===== config.mk =====
export PLATFORM = sky130hd
export DESIGN_NAME = issue_queue
export DESIGN_NICKNAME = d
export VERILOG_FILES = /design/src/common/iq_pkg.sv /design/src/common/iq_fwd_if.sv /design/src/issue_queue/iq_entry.sv /design/src/issue_queue/iq_sched.sv /design/src/issue_queue/issue_queue.sv
export SDC_FILE = /design/constraint.sdc
export NUM_CORES = 1
export LEC_CHECK = 0
export BUFFER_PORTS_ARGS = -buffer_cell sky130_fd_sc_hd__buf_2
export CAP_MARGIN = 20
export CORE_MARGIN = 2
export CORE_UTILIZATION = 30
export DETAILED_ROUTE_END_ITERATION = 10
export GPL_TIMING_DRIVEN = 0
export HOLD_SLACK_MARGIN = 0.08
export SLEW_MARGIN = 20
export SYNTH_ARGS = -nofsm -noshare
export SYNTH_HDL_FRONTEND = slang
export SYNTH_SLANG_ARGS = --single-unit

===== constraint.sdc =====
create_clock -name clk -period 3.3 [get_ports clk]
set_input_delay 0.66 -clock clk [delete_from_list [all_inputs] [get_ports clk]]
set_output_delay 0.66 -clock clk [all_outputs]
set_load 0.02 [all_outputs]

===== src/common/iq_pkg.sv =====
`default_nettype none

package iq_pkg;

    // ------------------------------------------------------------
    // queue geometry
    // ------------------------------------------------------------

    // number of issue queue slots
    localparam int IQ_DEPTH = 4;

    // slot index width, used for the issue pointer
    localparam int IDX_W = $clog2(IQ_DEPTH);

    // source operands per instruction
    localparam int REG_COUNT = 2;

    // ------------------------------------------------------------
    // forwarding lanes
    // ------------------------------------------------------------

    // result bus lanes
    localparam int CDB_COUNT = 2;

    // speculative wakeup lanes
    localparam int WKUP_COUNT = 2;

    // cycles from wakeup tag to wakeup data, fixed by two stages in the entry
    localparam int WKUP_DELAY = 2;

    // ------------------------------------------------------------
    // payload widths
    // ------------------------------------------------------------

    // operand data
    localparam int WORD_W = 32;

    // producer tag, a reorder buffer index
    localparam int TAG_W = 5;

    // decode info carried with the instruction
    localparam int DI_W = 16;

endpackage

`default_nettype wire


===== src/common/iq_fwd_if.sv =====
`timescale 1ns/100ps
`default_nettype none

interface iq_fwd_if;

    // wakeup lanes, data trails the tag by two cycles
    logic [iq_pkg::WKUP_COUNT-1:0][iq_pkg::TAG_W-1:0]  wkup_tag;
    logic [iq_pkg::WKUP_COUNT-1:0][iq_pkg::WORD_W-1:0] wkup_data;
    logic [iq_pkg::WKUP_COUNT-1:0]                     wkup_valid;

    // result bus lanes, tag and data in the same cycle
    logic [iq_pkg::CDB_COUNT-1:0][iq_pkg::TAG_W-1:0]   cdb_tag;
    logic [iq_pkg::CDB_COUNT-1:0][iq_pkg::WORD_W-1:0]  cdb_data;
    logic [iq_pkg::CDB_COUNT-1:0]                      cdb_valid;

    // driver side
    modport src (
        output wkup_tag, wkup_data, wkup_valid,
        output cdb_tag, cdb_data, cdb_valid
    );

    // every queue slot listens
    modport ent (
        input wkup_tag, wkup_data, wkup_valid,
        input cdb_tag, cdb_data, cdb_valid
    );

endinterface

`default_nettype wire


===== src/issue_queue/iq_entry.sv =====
`timescale 1ns/100ps
`default_nettype none

module iq_entry (
    input  logic                                            clk,
    input  logic                                            rst_n_i,
    input  logic                                            flush_i,
    input  logic                                            init_i,
    input  logic                                            select_i,

    input  logic [iq_pkg::REG_COUNT-1:0][iq_pkg::WORD_W-1:0] data_i,
    input  logic [iq_pkg::REG_COUNT-1:0][iq_pkg::TAG_W-1:0]  tag_i,
    input  logic [iq_pkg::REG_COUNT-1:0]                     data_valid_i,
    input  logic [iq_pkg::DI_W-1:0]                          di_i,

    iq_fwd_if.ent                                            fwd,

    output logic                                            valid_o,
    output logic                                            ready_o,
    output logic [iq_pkg::REG_COUNT-1:0][iq_pkg::WORD_W-1:0] data_o,
    output logic [iq_pkg::DI_W-1:0]                          di_o
);

    // ------------------------------------------------------------
    // slot state
    // ------------------------------------------------------------

    logic                                             entry_valid;
    logic [iq_pkg::REG_COUNT-1:0]                     ready_q;
    logic [iq_pkg::REG_COUNT-1:0][iq_pkg::WORD_W-1:0] data_q;
    logic [iq_pkg::REG_COUNT-1:0][iq_pkg::TAG_W-1:0]  tag_q;
    logic [iq_pkg::DI_W-1:0]                          di_q;

    // per operand, per lane match vectors
    logic [iq_pkg::REG_COUNT-1:0][iq_pkg::CDB_COUNT-1:0]  cdb_hit;
    logic [iq_pkg::REG_COUNT-1:0][iq_pkg::WKUP_COUNT-1:0] wkup_hit;
    logic [iq_pkg::REG_COUNT-1:0][iq_pkg::WKUP_COUNT-1:0] wkup_hit_q;
    logic [iq_pkg::REG_COUNT-1:0][iq_pkg::WKUP_COUNT-1:0] wkup_hit_qq;

    logic [iq_pkg::REG_COUNT-1:0][iq_pkg::WORD_W-1:0] cdb_result;
    logic [iq_pkg::REG_COUNT-1:0][iq_pkg::WORD_W-1:0] wkup_result;

    // wakeup in flight, and wakeup data arriving this cycle
    logic [iq_pkg::REG_COUNT-1:0]                     pending;
    logic [iq_pkg::REG_COUNT-1:0]                     arrive;

    // ------------------------------------------------------------
    // tag match
    // ------------------------------------------------------------

    always_comb begin
        cdb_hit     = '0;
        cdb_result  = '0;
        wkup_hit    = '0;
        wkup_result = '0;
        for (int i = 0; i < iq_pkg::REG_COUNT; i++) begin
            pending[i] = (|wkup_hit_q[i]) | (|wkup_hit_qq[i]);
            arrive[i]  = |wkup_hit_qq[i];

            // result bus, own lane valid only
            for (int j = 0; j < iq_pkg::CDB_COUNT; j++) begin
                cdb_hit[i][j] = entry_valid & ~ready_q[i] & ~pending[i] &
                                fwd.cdb_valid[j] & (fwd.cdb_tag[j] == tag_q[i]);
                cdb_result[i] = cdb_result[i] |
                                (cdb_hit[i][j] ? fwd.cdb_data[j] : '0);
            end

            // a same-cycle result bus hit wins over a wakeup
            for (int j = 0; j < iq_pkg::WKUP_COUNT; j++) begin
                wkup_hit[i][j] = entry_valid & ~ready_q[i] & ~pending[i] &
                                 ~(|cdb_hit[i]) & fwd.wkup_valid[j] &
                                 (fwd.wkup_tag[j] == tag_q[i]);
                wkup_result[i] = wkup_result[i] |
                                 (wkup_hit_qq[i][j] ? fwd.wkup_data[j] : '0);
            end
        end
    end

    // ------------------------------------------------------------
    // control state
    // ------------------------------------------------------------

    always_ff @(posedge clk) begin
        if (!rst_n_i || flush_i) begin
            entry_valid <= 1'b0;
        end else if (init_i) begin
            entry_valid <= 1'b1;
        end else if (select_i) begin
            entry_valid <= 1'b0;
        end
    end

    // operand ready on dispatch, on a result bus hit, or on wakeup data
    always_ff @(posedge clk) begin
        if (!rst_n_i || flush_i) begin
            ready_q <= '0;
        end else if (init_i) begin
            ready_q <= data_valid_i;
        end else begin
            for (int i = 0; i < iq_pkg::REG_COUNT; i++) begin
                if ((|cdb_hit[i]) || arrive[i]) begin
                    ready_q[i] <= 1'b1;
                end
            end
        end
    end

    // two stage wakeup pipe, cancelled when the slot leaves
    always_ff @(posedge clk) begin
        if (!rst_n_i || flush_i || init_i || select_i) begin
            wkup_hit_q  <= '0;
            wkup_hit_qq <= '0;
        end else begin
            wkup_hit_q  <= wkup_hit;
            wkup_hit_qq <= wkup_hit_q;
        end
    end

    // ------------------------------------------------------------
    // payload
    // ------------------------------------------------------------

    always_ff @(posedge clk) begin
        if (init_i) begin
            data_q <= data_i;
            tag_q  <= tag_i;
            di_q   <= di_i;
        end else begin
            for (int i = 0; i < iq_pkg::REG_COUNT; i++) begin
                if (|cdb_hit[i]) begin
                    data_q[i] <= cdb_result[i];
                end else if (arrive[i]) begin
                    data_q[i] <= wkup_result[i];
                end
            end
        end
    end

    // ------------------------------------------------------------
    // outputs
    // ------------------------------------------------------------

    assign valid_o = entry_valid;

    // wakeup data counts as ready in its arrival cycle
    assign ready_o = entry_valid & (&(ready_q | arrive));

    always_comb begin
        for (int i = 0; i < iq_pkg::REG_COUNT; i++) begin
            data_o[i] = arrive[i] ? wkup_result[i] : data_q[i];
        end
    end

    assign di_o = di_q;

endmodule

`default_nettype wire


===== src/issue_queue/iq_sched.sv =====
`timescale 1ns/100ps
`default_nettype none

module iq_sched (
    input  logic [iq_pkg::IQ_DEPTH-1:0] valid_i,
    input  logic [iq_pkg::IQ_DEPTH-1:0] ready_i,
    input  logic                        dispatch_valid_i,

    output logic [iq_pkg::IQ_DEPTH-1:0] init_o,
    output logic [iq_pkg::IQ_DEPTH-1:0] select_o,
    output logic                        dispatch_ready_o,
    output logic                        issue_valid_o,
    output logic [iq_pkg::IDX_W-1:0]    issue_idx_o
);

    logic found_free;
    logic found_ready;

    // ------------------------------------------------------------
    // dispatch side, lowest free slot
    // ------------------------------------------------------------

    always_comb begin
        init_o     = '0;
        found_free = 1'b0;
        for (int i = 0; i < iq_pkg::IQ_DEPTH; i++) begin
            if (!valid_i[i] && !found_free) begin
                found_free = 1'b1;
                init_o[i]  = dispatch_valid_i;
            end
        end
    end

    assign dispatch_ready_o = found_free;

    // ------------------------------------------------------------
    // issue side, lowest ready slot
    // ------------------------------------------------------------

    always_comb begin
        select_o    = '0;
        issue_idx_o = '0;
        found_ready = 1'b0;
        for (int i = 0; i < iq_pkg::IQ_DEPTH; i++) begin
            if (ready_i[i] && !found_ready) begin
                found_ready = 1'b1;
                select_o[i] = 1'b1;
                issue_idx_o = i[iq_pkg::IDX_W-1:0];
            end
        end
    end

    assign issue_valid_o = found_ready;

endmodule

`default_nettype wire


===== src/issue_queue/issue_queue.sv =====
`timescale 1ns/100ps
`default_nettype none

module issue_queue (
    input  logic                                              clk,
    input  logic                                              rst_n_i,
    input  logic                                              flush_i,

    // dispatch
    input  logic                                              dispatch_valid_i,
    input  logic [iq_pkg::REG_COUNT-1:0][iq_pkg::WORD_W-1:0]  dispatch_data_i,
    input  logic [iq_pkg::REG_COUNT-1:0][iq_pkg::TAG_W-1:0]   dispatch_tag_i,
    input  logic [iq_pkg::REG_COUNT-1:0]                      dispatch_data_valid_i,
    input  logic [iq_pkg::DI_W-1:0]                           dispatch_di_i,

    // speculative wakeup
    input  logic [iq_pkg::WKUP_COUNT-1:0][iq_pkg::TAG_W-1:0]  wkup_tag_i,
    input  logic [iq_pkg::WKUP_COUNT-1:0][iq_pkg::WORD_W-1:0] wkup_data_i,
    input  logic [iq_pkg::WKUP_COUNT-1:0]                     wkup_valid_i,

    // result bus
    input  logic [iq_pkg::CDB_COUNT-1:0][iq_pkg::TAG_W-1:0]   cdb_tag_i,
    input  logic [iq_pkg::CDB_COUNT-1:0][iq_pkg::WORD_W-1:0]  cdb_data_i,
    input  logic [iq_pkg::CDB_COUNT-1:0]                      cdb_valid_i,

    output logic                                              dispatch_ready_o,
    output logic                                              issue_valid_o,
    output logic [iq_pkg::REG_COUNT-1:0][iq_pkg::WORD_W-1:0]  issue_data_o,
    output logic [iq_pkg::DI_W-1:0]                           issue_di_o
);

    // ------------------------------------------------------------
    // broadcast lanes
    // ------------------------------------------------------------

    iq_fwd_if fwd ();

    assign fwd.wkup_tag   = wkup_tag_i;
    assign fwd.wkup_data  = wkup_data_i;
    assign fwd.wkup_valid = wkup_valid_i;
    assign fwd.cdb_tag    = cdb_tag_i;
    assign fwd.cdb_data   = cdb_data_i;
    assign fwd.cdb_valid  = cdb_valid_i;

    // ------------------------------------------------------------
    // scheduler
    // ------------------------------------------------------------

    logic [iq_pkg::IQ_DEPTH-1:0] ent_valid;
    logic [iq_pkg::IQ_DEPTH-1:0] ent_ready;
    logic [iq_pkg::IQ_DEPTH-1:0] ent_init;
    logic [iq_pkg::IQ_DEPTH-1:0] ent_select;
    logic [iq_pkg::IDX_W-1:0]    issue_idx;

    iq_sched u_sched (
        .valid_i          (ent_valid),
        .ready_i          (ent_ready),
        .dispatch_valid_i (dispatch_valid_i),
        .init_o           (ent_init),
        .select_o         (ent_select),
        .dispatch_ready_o (dispatch_ready_o),
        .issue_valid_o    (issue_valid_o),
        .issue_idx_o      (issue_idx)
    );

    // ------------------------------------------------------------
    // queue slots
    // ------------------------------------------------------------

    logic [iq_pkg::IQ_DEPTH-1:0][iq_pkg::REG_COUNT-1:0][iq_pkg::WORD_W-1:0] ent_data;
    logic [iq_pkg::IQ_DEPTH-1:0][iq_pkg::DI_W-1:0]                          ent_di;

    for (genvar s = 0; s < iq_pkg::IQ_DEPTH; s++) begin : g_slot
        iq_entry u_entry (
            .clk          (clk),
            .rst_n_i      (rst_n_i),
            .flush_i      (flush_i),
            .init_i       (ent_init[s]),
            .select_i     (ent_select[s]),
            .data_i       (dispatch_data_i),
            .tag_i        (dispatch_tag_i),
            .data_valid_i (dispatch_data_valid_i),
            .di_i         (dispatch_di_i),
            .fwd          (fwd.ent),
            .valid_o      (ent_valid[s]),
            .ready_o      (ent_ready[s]),
            .data_o       (ent_data[s]),
            .di_o         (ent_di[s])
        );
    end

    // issued slot onto the execution side
    assign issue_data_o = ent_data[issue_idx];
    assign issue_di_o   = ent_di[issue_idx];

endmodule

`default_nettype wire


==> results.json, run 1 <==
{
  "clockBufferDepth": 3,
  "core_um2": 86600,
  "irDropWorstVdd_uv": 430,
  "ioPinCount": 330,
  "root_buffer": "clkbuf_16",
  "hpwl_um": 112000,
  "start_util_pct": 30.2,
  "reg2reg_setup_slack_ns": -0.18,
  "synthesis.nets": 3534,
  "routed_wirelength_um": 162000,
  "grt_pass1_vias": 28500,
  "maxSlewViolCount": 0,
  "crit_required_ns": 2.64,
  "rsz0062_at_grt": "true",
  "wl_per_cell_um": 33.8,
  "grt_usage_pct": 34.3,
  "p_comb_share_pct": 17.4,
  "critPathLaunchType": "register",
  "placedInstanceArea_um2": 28700,
  "synth_edf_count": 104,
  "synth-seq-cells": 404,
  "power_per_cell_area_nw_per_um2": 418,
  "drive_gt1_share_pct": 23.1,
  "drt_iter0_drc": 5104,
  "violations": "negative setup slack",
  "h-tree-depth": 2,
  "port_buffers": 179,
  "yosysSeqAreaShare_pct": 34.9,
  "netlist_area_um2": 26200,
  "fmax_mhz": 266,
  "syn_inst": 3286,
  "vias": 30400,
  "synth-main-ff-cell": "dfxtp_1",
  "sequentialPowerShare_pct": 40.5,
  "gp_congestion": 1.02,
  "worst_slack_ns": -0.464,
  "fin_worst_skew_ns": 0.0163,
  "clock_latency_ns": 0.63,
  "cts_buffers": 50,
  "tns_ns": -24.61,
  "num-nets-final": 3828,
  "drt_first_pass_iters": 9,
  "setup_viol": 106,
  "async_reset_ff_share_pct": 0,
  "antenna_found_initial": 25,
  "grt_overflow": 0,
  "ant_nets": 0,
  "fin_crit_ns": 3.76,
  "grt_max_degree": 28,
  "slew_headroom_pct": 14.2,
  "fin_area_um2": 33100,
  "numPlacedInstances": 4627,
  "p_switching_w": 0.00411,
  "fin_crit_sh_pct": 114,
  "crit_path_end_kind": "output pin",
  "cts_tree": "done",
  "instances_no_fill": 4781,
  "total_leakage_power_nw": 13.7,
  "critPathKind": "reg -> out",
  "hold_path.class": "in -> reg",
  "worstMarginPinSlew_ns": 1.29,
  "switching_share_pct": 29.7,
  "die_area_um2": 89700,
  "vias_per_cell": 6.36,
  "clkPwrFrac_pct": 42.1,
  "power.internal_w": 0.00972,
  "outcome": "finished with violations",
  "area_delta_synth_final_pct": 26.3,
  "utilization_pct": 38.2,
  "fp-row-count": 108,
  "fp.dieH_um": 299,
  "max-cap-violations": 0,
  "drc": 0,
  "critPathMaxFanout": 5,
  "fp.dieW_um": 299,
  "syn_avg_cell_area_um2": 7.97,
  "arrival_ns": 3.10,
  "clock_sinks": 404,
  "hold_viol": 0,
  "yosysWarnings": 0,
  "ys_types": 47,
  "path_clk_slew_ns": 0.06,
  "grt_pass1_wl_um": 219000
}
## metrics by stage
step                power (W)  setup slack (ns)  hold WS, ns
global placement      0.00781             -1.46        0.437
floorplan             0.00710             0.233        0.431
detailed placement    0.00784             -1.41        0.441
finish                 0.0138            -0.464        0.245
CTS                    0.0137            -0.379        0.231
global route           0.0142            -0.464        0.253
## cells by family (layout without fill, tap and decap cells)
family	after synthesis	after routing	share of synthesized area [%]
AOI/OAI and AO/OA	979	979	25.7
other	0	10	0
buffers and inverters	470	800	7.90
DFF	404	404	34.9
muxes	43	43	2.93
and+or+nand+nor	1230	1230	23.3
xor gates and xnor gates	160	160	5.35
## state kept, by name (all words and copies together), names as in the netlist
signal                      flops
g_slot.u_entry.di_o            64
g_slot.u_entry.data_q         256
g_slot.u_entry.tag_q           40
g_slot.u_entry.ready_q          8
g_slot.u_entry.valid_o          4
g_slot.u_entry.wkup_hit_q      16
g_slot.u_entry.wkup_hit_qq     16
## synth_stat cells, types with 4 or more instances
cell      instances  area, um^2
clkbuf_2         32         160
nor3_4            8         130
nand2_1         509        1910
buf_1            83         312
a31oi_1         259        1620
clkbuf_1        267        1000
nand2b_1          4        25.0
dfxtp_1         300        6010
nor3_1           33         165
or3_1            56         350
a22oi_1         491        3690
and2_1           16         100
or3_4             4        45.0
o21ai_1          31         155
mux2i_1          16         160
buf_4            14         105
nor2_1          310        1160
buf_2            50         250
and4_1           16         140
o211ai_1         37         278
nand3_2         120        1200
xnor2_1         112         981
inv_1             4        15.0
mux4_2           27         608
a22o_1           37         324
buf_6            20         225
o21ai_0          53         265
or4b_4            4        55.1
xor2_1           48         420
edfxtp_1        104        3120
nand4_1          17         106
a21oi_1          62         310
nand3_1         115         576
nor4_1           10        62.6
## path summary, 6_finish.rpt
path,depth (start not counted),from,to
worst max register to register,5,g_slot[3].u_entry.valid_o$_SDFFE_PP0P_,g_slot[3].u_entry.data_q[5]$_DFF_P_
worst min-delay path,1,dispatch_di_i[10],g_slot[2].u_entry.di_o[10]$_DFFE_PP_
worst min register to register,1,g_slot[1].u_entry.wkup_hit_q[0]$_SDFF_PP0_,g_slot[1].u_entry.wkup_hit_qq[0]$_SDFF_PP0_
worst max-delay path,8,g_slot[3].u_entry.wkup_hit_qq[2]$_SDFF_PP0_,issue_data_o[30]
## what timing repair did
item,4_1_cts,5_1_grt
pin swaps,55,35
cloned,11,3
hold buffers,0,0
setup endpoints to repair,125,111
setup buffers,37,28
gates resized for setup,492,130
## worst max-delay path: stages (launching register included)
cell     delay, ns
dfxtp_1       0.31
buf_6         0.12
or3_4         0.40
and3_4        0.21
a31oi_4       0.25
buf_12        0.20
buf_12        0.16
mux4_2        0.62
buf_6         0.19
## placed cells by master (no fill, tap or decap), types with 17 or more instances in the layout
cell type	netlist	routed
xor2_1	48	48
clkbuf_1	267	212
nor2_1	310	291
buf_1	83	71
buf_4	14	52
dfxtp_1	300	286
buf_6	20	110
xnor2_1	112	112
nand3_2	120	121
clkbuf_16	0	65
o21ai_4	0	17
nand3_1	115	114
a31oi_1	259	259
buf_12	0	28
nand4_1	17	17
mux4_2	27	27
a22oi_1	491	476
o211ai_1	37	37
nand2_1	509	506
clkbuf_2	32	65
buf_2	50	143
nor2_2	0	19
a21oi_1	62	45
edfxtp_1	104	104
o21ai_2	0	51
or3_1	56	55
a22o_1	37	37
nor3_1	33	26
## cell type report
| type | instances | area (um^2) |
|---|---|---|
| Tap cell | 1155 | 1450 |
| Clock inverter | 20 | 259 |
| Fill cell | 8912 | 53500 |
| Sequential cell | 404 | 9160 |
| Multi-Input combinational cell | 2412 | 15700 |
| Timing Repair Buffer | 259 | 2470 |
| Antenna cell | 10 | 25.0 |
| Buffer | 449 | 2550 |
| Inverter | 4 | 15.0 |
| Clock buffer | 68 | 1400 |
## power by group through the flow
| stage | clock, W | combinational [W] | sequential (W) |
|---|---|---|---|
| 6_report | 0.00582 | 0.00241 | 0.00560 |
| 3_5_place_dp | 0 | 0.00214 | 0.00570 |
| 5_1_grt | 0.00597 | 0.00256 | 0.00563 |
| 2_1_floorplan | 0 | 0.00143 | 0.00567 |
| 3_3_place_gp | 0 | 0.00211 | 0.00570 |
| 4_1_cts | 0.00579 | 0.00231 | 0.00559 |
## layer usage
layer,GRT usage [%],vias to the layer above,part of all wire (%),routed length [um]
met5,0.794,-,0.20,318
met4,24.0,34,8.3,13400
met3,12.5,710,14,22600
met2,50.0,2598,42,67400
met1,41.8,14500,36,58200
li1,-,12600,-,-
(Power assumes the default switching activity.)
==> run 2, diff against run 1 <==
--- a/config.mk
+++ b/config.mk
@@ -15,4 +15,5 @@
 export SLEW_MARGIN = 20
 export SYNTH_ARGS = -nofsm -noshare
 export SYNTH_HDL_FRONTEND = slang
+export SYNTH_HIERARCHICAL = 1
 export SYNTH_SLANG_ARGS = --single-unit
==> results.json, run 2 <==
{
  "slew_headroom_pct": 21.6,
  "outcome": "finished with violations",
  "ioPinCount": 330,
  "wl_per_cell_um": 28.8,
  "fp-row-count": 108,
  "worstMarginPinSlew_ns": 1.17,
  "placedInstanceArea_um2": 29300,
  "grt_pass1_vias": 27600,
  "whs_ns": 0.270,
  "arrival_ns": 3.09,
  "yosysMostFrequentCell": "nand2_1",
  "crit_required_ns": 2.64,
  "ant_nets": 0,
  "critPathLaunchType": "register",
  "synthesis.nets": 3471,
  "violations": "negative setup slack",
  "async_reset_ff_share_pct": 0,
  "yosysSeqAreaShare_pct": 34.9,
  "grt_usage_pct": 29.7,
  "path_clk_slew_ns": 0.06,
  "core_um2": 86500,
  "max_stage_delay_ns": 0.62,
  "gp_congestion": 0.982,
  "critPathKind": "reg -> out",
  "vias_per_cell": 5.97,
  "grt_overflow": 0,
  "syn_avg_cell_area_um2": 8.11,
  "rr_startpoint": "g_slot[0].u_entry/valid_o$_SDFFE_PP0P_",
  "yosysTopAreaCell": "dfxtp_1",
  "num-nets-final": 3869,
  "antenna_found_initial": 49,
  "setup_viol": 80,
  "rsz0062_at_grt": "true",
  "fmax_mhz": 267,
  "die_area_um2": 89500,
  "slowest_stage": "mux4_2",
  "holdBufCountCts": 0,
  "maxSlewViolCount": 0,
  "irDropWorstVdd_uv": 489,
  "drt_first_pass_iters": 6,
  "clock_latency_ns": 0.63,
  "ys_types": 40,
  "total_leakage_power_nw": 13.6,
  "critPathMaxFanout": 8,
  "fin_crit_sh_pct": 114,
  "clockBufferDepth": 3,
  "largest_reg_flops": 256,
  "area_delta_synth_final_pct": 22.1,
  "hold_viol": 0,
  "fin_worst_skew_ns": 0.0357,
  "syn_inst": 3223,
  "fin_crit_ns": 3.75,
  "final_cell_mix": "1,049 x nand2_1, 319 x buf_2, 291 x dfxtp_1",
  "crit_path_end_kind": "output pin",
  "hold_path.class": "in -> reg",
  "start_util_pct": 30.2,
  "grt_pass1_wl_um": 196000,
  "hpwl_um": 96300,
  "cp_cell_sequence": "buf_2, or3_1, and3_4, a21oi_2, buf_6, buf_12, buf_12, mux4_2, buf_6",
  "fp.dieH_um": 299,
  "r2r_cells": 5,
  "routed_wirelength_um": 139000,
  "power_per_cell_area_nw_per_um2": 422,
  "synth_edf_count": 104,
  "r2r-end": "g_slot[0].u_entry/data_q[51]$_DFF_P_",
  "synth_top_area_share_pct": 23.0,
  "yosysWarnings": 6,
  "synth.area.top_cells": "dfxtp_1 23%, nand2_1 15%, edfxtp_1 12%",
  "synth-seq-cells": 404,
  "cts_tree": "done",
  "vias": 28800,
  "clock_sinks": 404,
  "setup.worst_path.start": "g_slot[0].u_entry/wkup_hit_qq[1]$_SDFF_PP0_",
  "fin_area_um2": 31900,
  "grt_max_degree": 28,
  "endpoint": "issue_data_o[31]",
  "netlist_area_um2": 26100,
  "synth-main-ff-cell": "dfxtp_1",
  "h-tree-depth": 2,
  "max-cap-violations": 0,
  "port_buffers": 329,
  "fp.dieW_um": 299,
  "synth_common_cells": "1,049 x nand2_1, 300 x dfxtp_1, 261 x inv_1",
  "final_common_cell": "nand2_1",
  "reg2reg_setup_slack_ns": 0.08,
  "drive_gt1_share_pct": 19.6,
  "largest-register": "g_slot.u_entry/data_q",
  "worst_slack_ns": -0.452,
  "drt_iter0_drc": 4053,
  "drc": 0,
  "root_buffer": "clkbuf_16",
  "cts_buffers": 49
}
## run 2: cell count changes after synthesis, sizes merged, moves of 40 or more
cell,change
or3,-52
o21ai,-84
nand3,-214
buf,-40
a21oi,-57
nor2,-278
clkbuf,-143
a32oi,+256
nand2,+544
mux4,+53
inv,+257
a22oi,-235
## run 2: per-stage QoR
step           util, %  setup TNS, ns  instances  worst slack (ns)  power, W
2_1_floorplan        -              0       3223             0.203   0.00687
3_3_place_gp      33.8        -365.31       4707             -2.05   0.00782
3_5_place_dp      33.9         -85.48       4710            -0.835   0.00785
4_1_cts           36.7         -32.08       4813            -0.489    0.0134
5_1_grt           36.9         -32.43       4823            -0.473    0.0139
6_report          36.9         -30.22       4827            -0.452    0.0134
## run 2: final cells by class
cell class | count | area, um^2
Timing Repair Buffer | 358 | 2550
Sequential cell | 404 | 9150
Multi-Input combinational cell | 2275 | 14500
Antenna cell | 16 | 40.0
Tap cell | 1155 | 1450
Fill cell | 9084 | 54600
Inverter | 261 | 980
Clock buffer | 74 | 1470
Clock inverter | 12 | 113
Buffer | 272 | 1620
## run 2: kinds of logic after synthesis
| family | share of synthesized area (%) |
|---|---|
| AOI/OAI and AO/OA | 22.9 |
| xor gates and xnor gates | 5.36 |
| buffers and inverters | 9.68 |
| DFF | 34.9 |
| muxes | 6.90 |
| and+or+nand+nor | 20.3 |
## run 2: timing repair
action	4_1_cts	5_1_grt
setup endpoints to repair	111	112
setup buffers	16	4
pin swaps	1	4
cloned	6	2
endpoints found under the hold margin	0	0
resized for setup	181	51
## run 2: worst max-delay path, delay by kind of cell (launching register included)
| family | cells | cell delay, ns |
|---|---|---|
| DFF | 1 | 0.30 |
| AOI/OAI and AO/OA | 1 | 0.12 |
| muxes | 1 | 0.62 |
| and+or+nand+nor | 2 | 0.59 |
| buffers and inverters | 5 | 0.83 |
## run 2: how the worst min path moves through the flow
stage / depth (start not counted) / to / from
global route: 1 / g_slot[0].u_entry/di_o[12]$_DFFE_PP_ / dispatch_di_i[12]
finish: 1 / g_slot[3].u_entry/di_o[3]$_DFFE_PP_ / dispatch_di_i[3]
CTS: 1 / g_slot[0].u_entry/tag_q[3]$_DFFE_PP_ / dispatch_tag_i[3]
floorplan: 1 / g_slot[0].u_entry/wkup_hit_qq[1]$_SDFF_PP0_ / g_slot[0].u_entry/wkup_hit_q[1]$_SDFF_PP0_
global placement: 1 / g_slot[2].u_entry/wkup_hit_qq[2]$_SDFF_PP0_ / g_slot[2].u_entry/wkup_hit_q[2]$_SDFF_PP0_
detailed placement: 1 / g_slot[1].u_entry/wkup_hit_qq[1]$_SDFF_PP0_ / g_slot[1].u_entry/wkup_hit_q[1]$_SDFF_PP0_
## run 2: power breakdown
| group | internal, W | total [W] | switching [W] |
|---|---|---|---|
| Combinational | 0.000914 | 0.00239 | 0.00148 |
| Sequential | 0.00544 | 0.00554 | 0.000102 |
| Clock | 0.00314 | 0.00552 | 0.00238 |
| Total | 0.00949 | 0.0134 | 0.00395 |
## run 2: metal layers
metal  vias to the layer above  GRT usage, %  share of wire [%]
li1                      12500             -                  -
met5                         -         0.265               0.26
met1                     13600          36.5                 37
met2                      2152          44.6                 43
met4                        62          16.8                6.2
met3                       548          11.2                 14
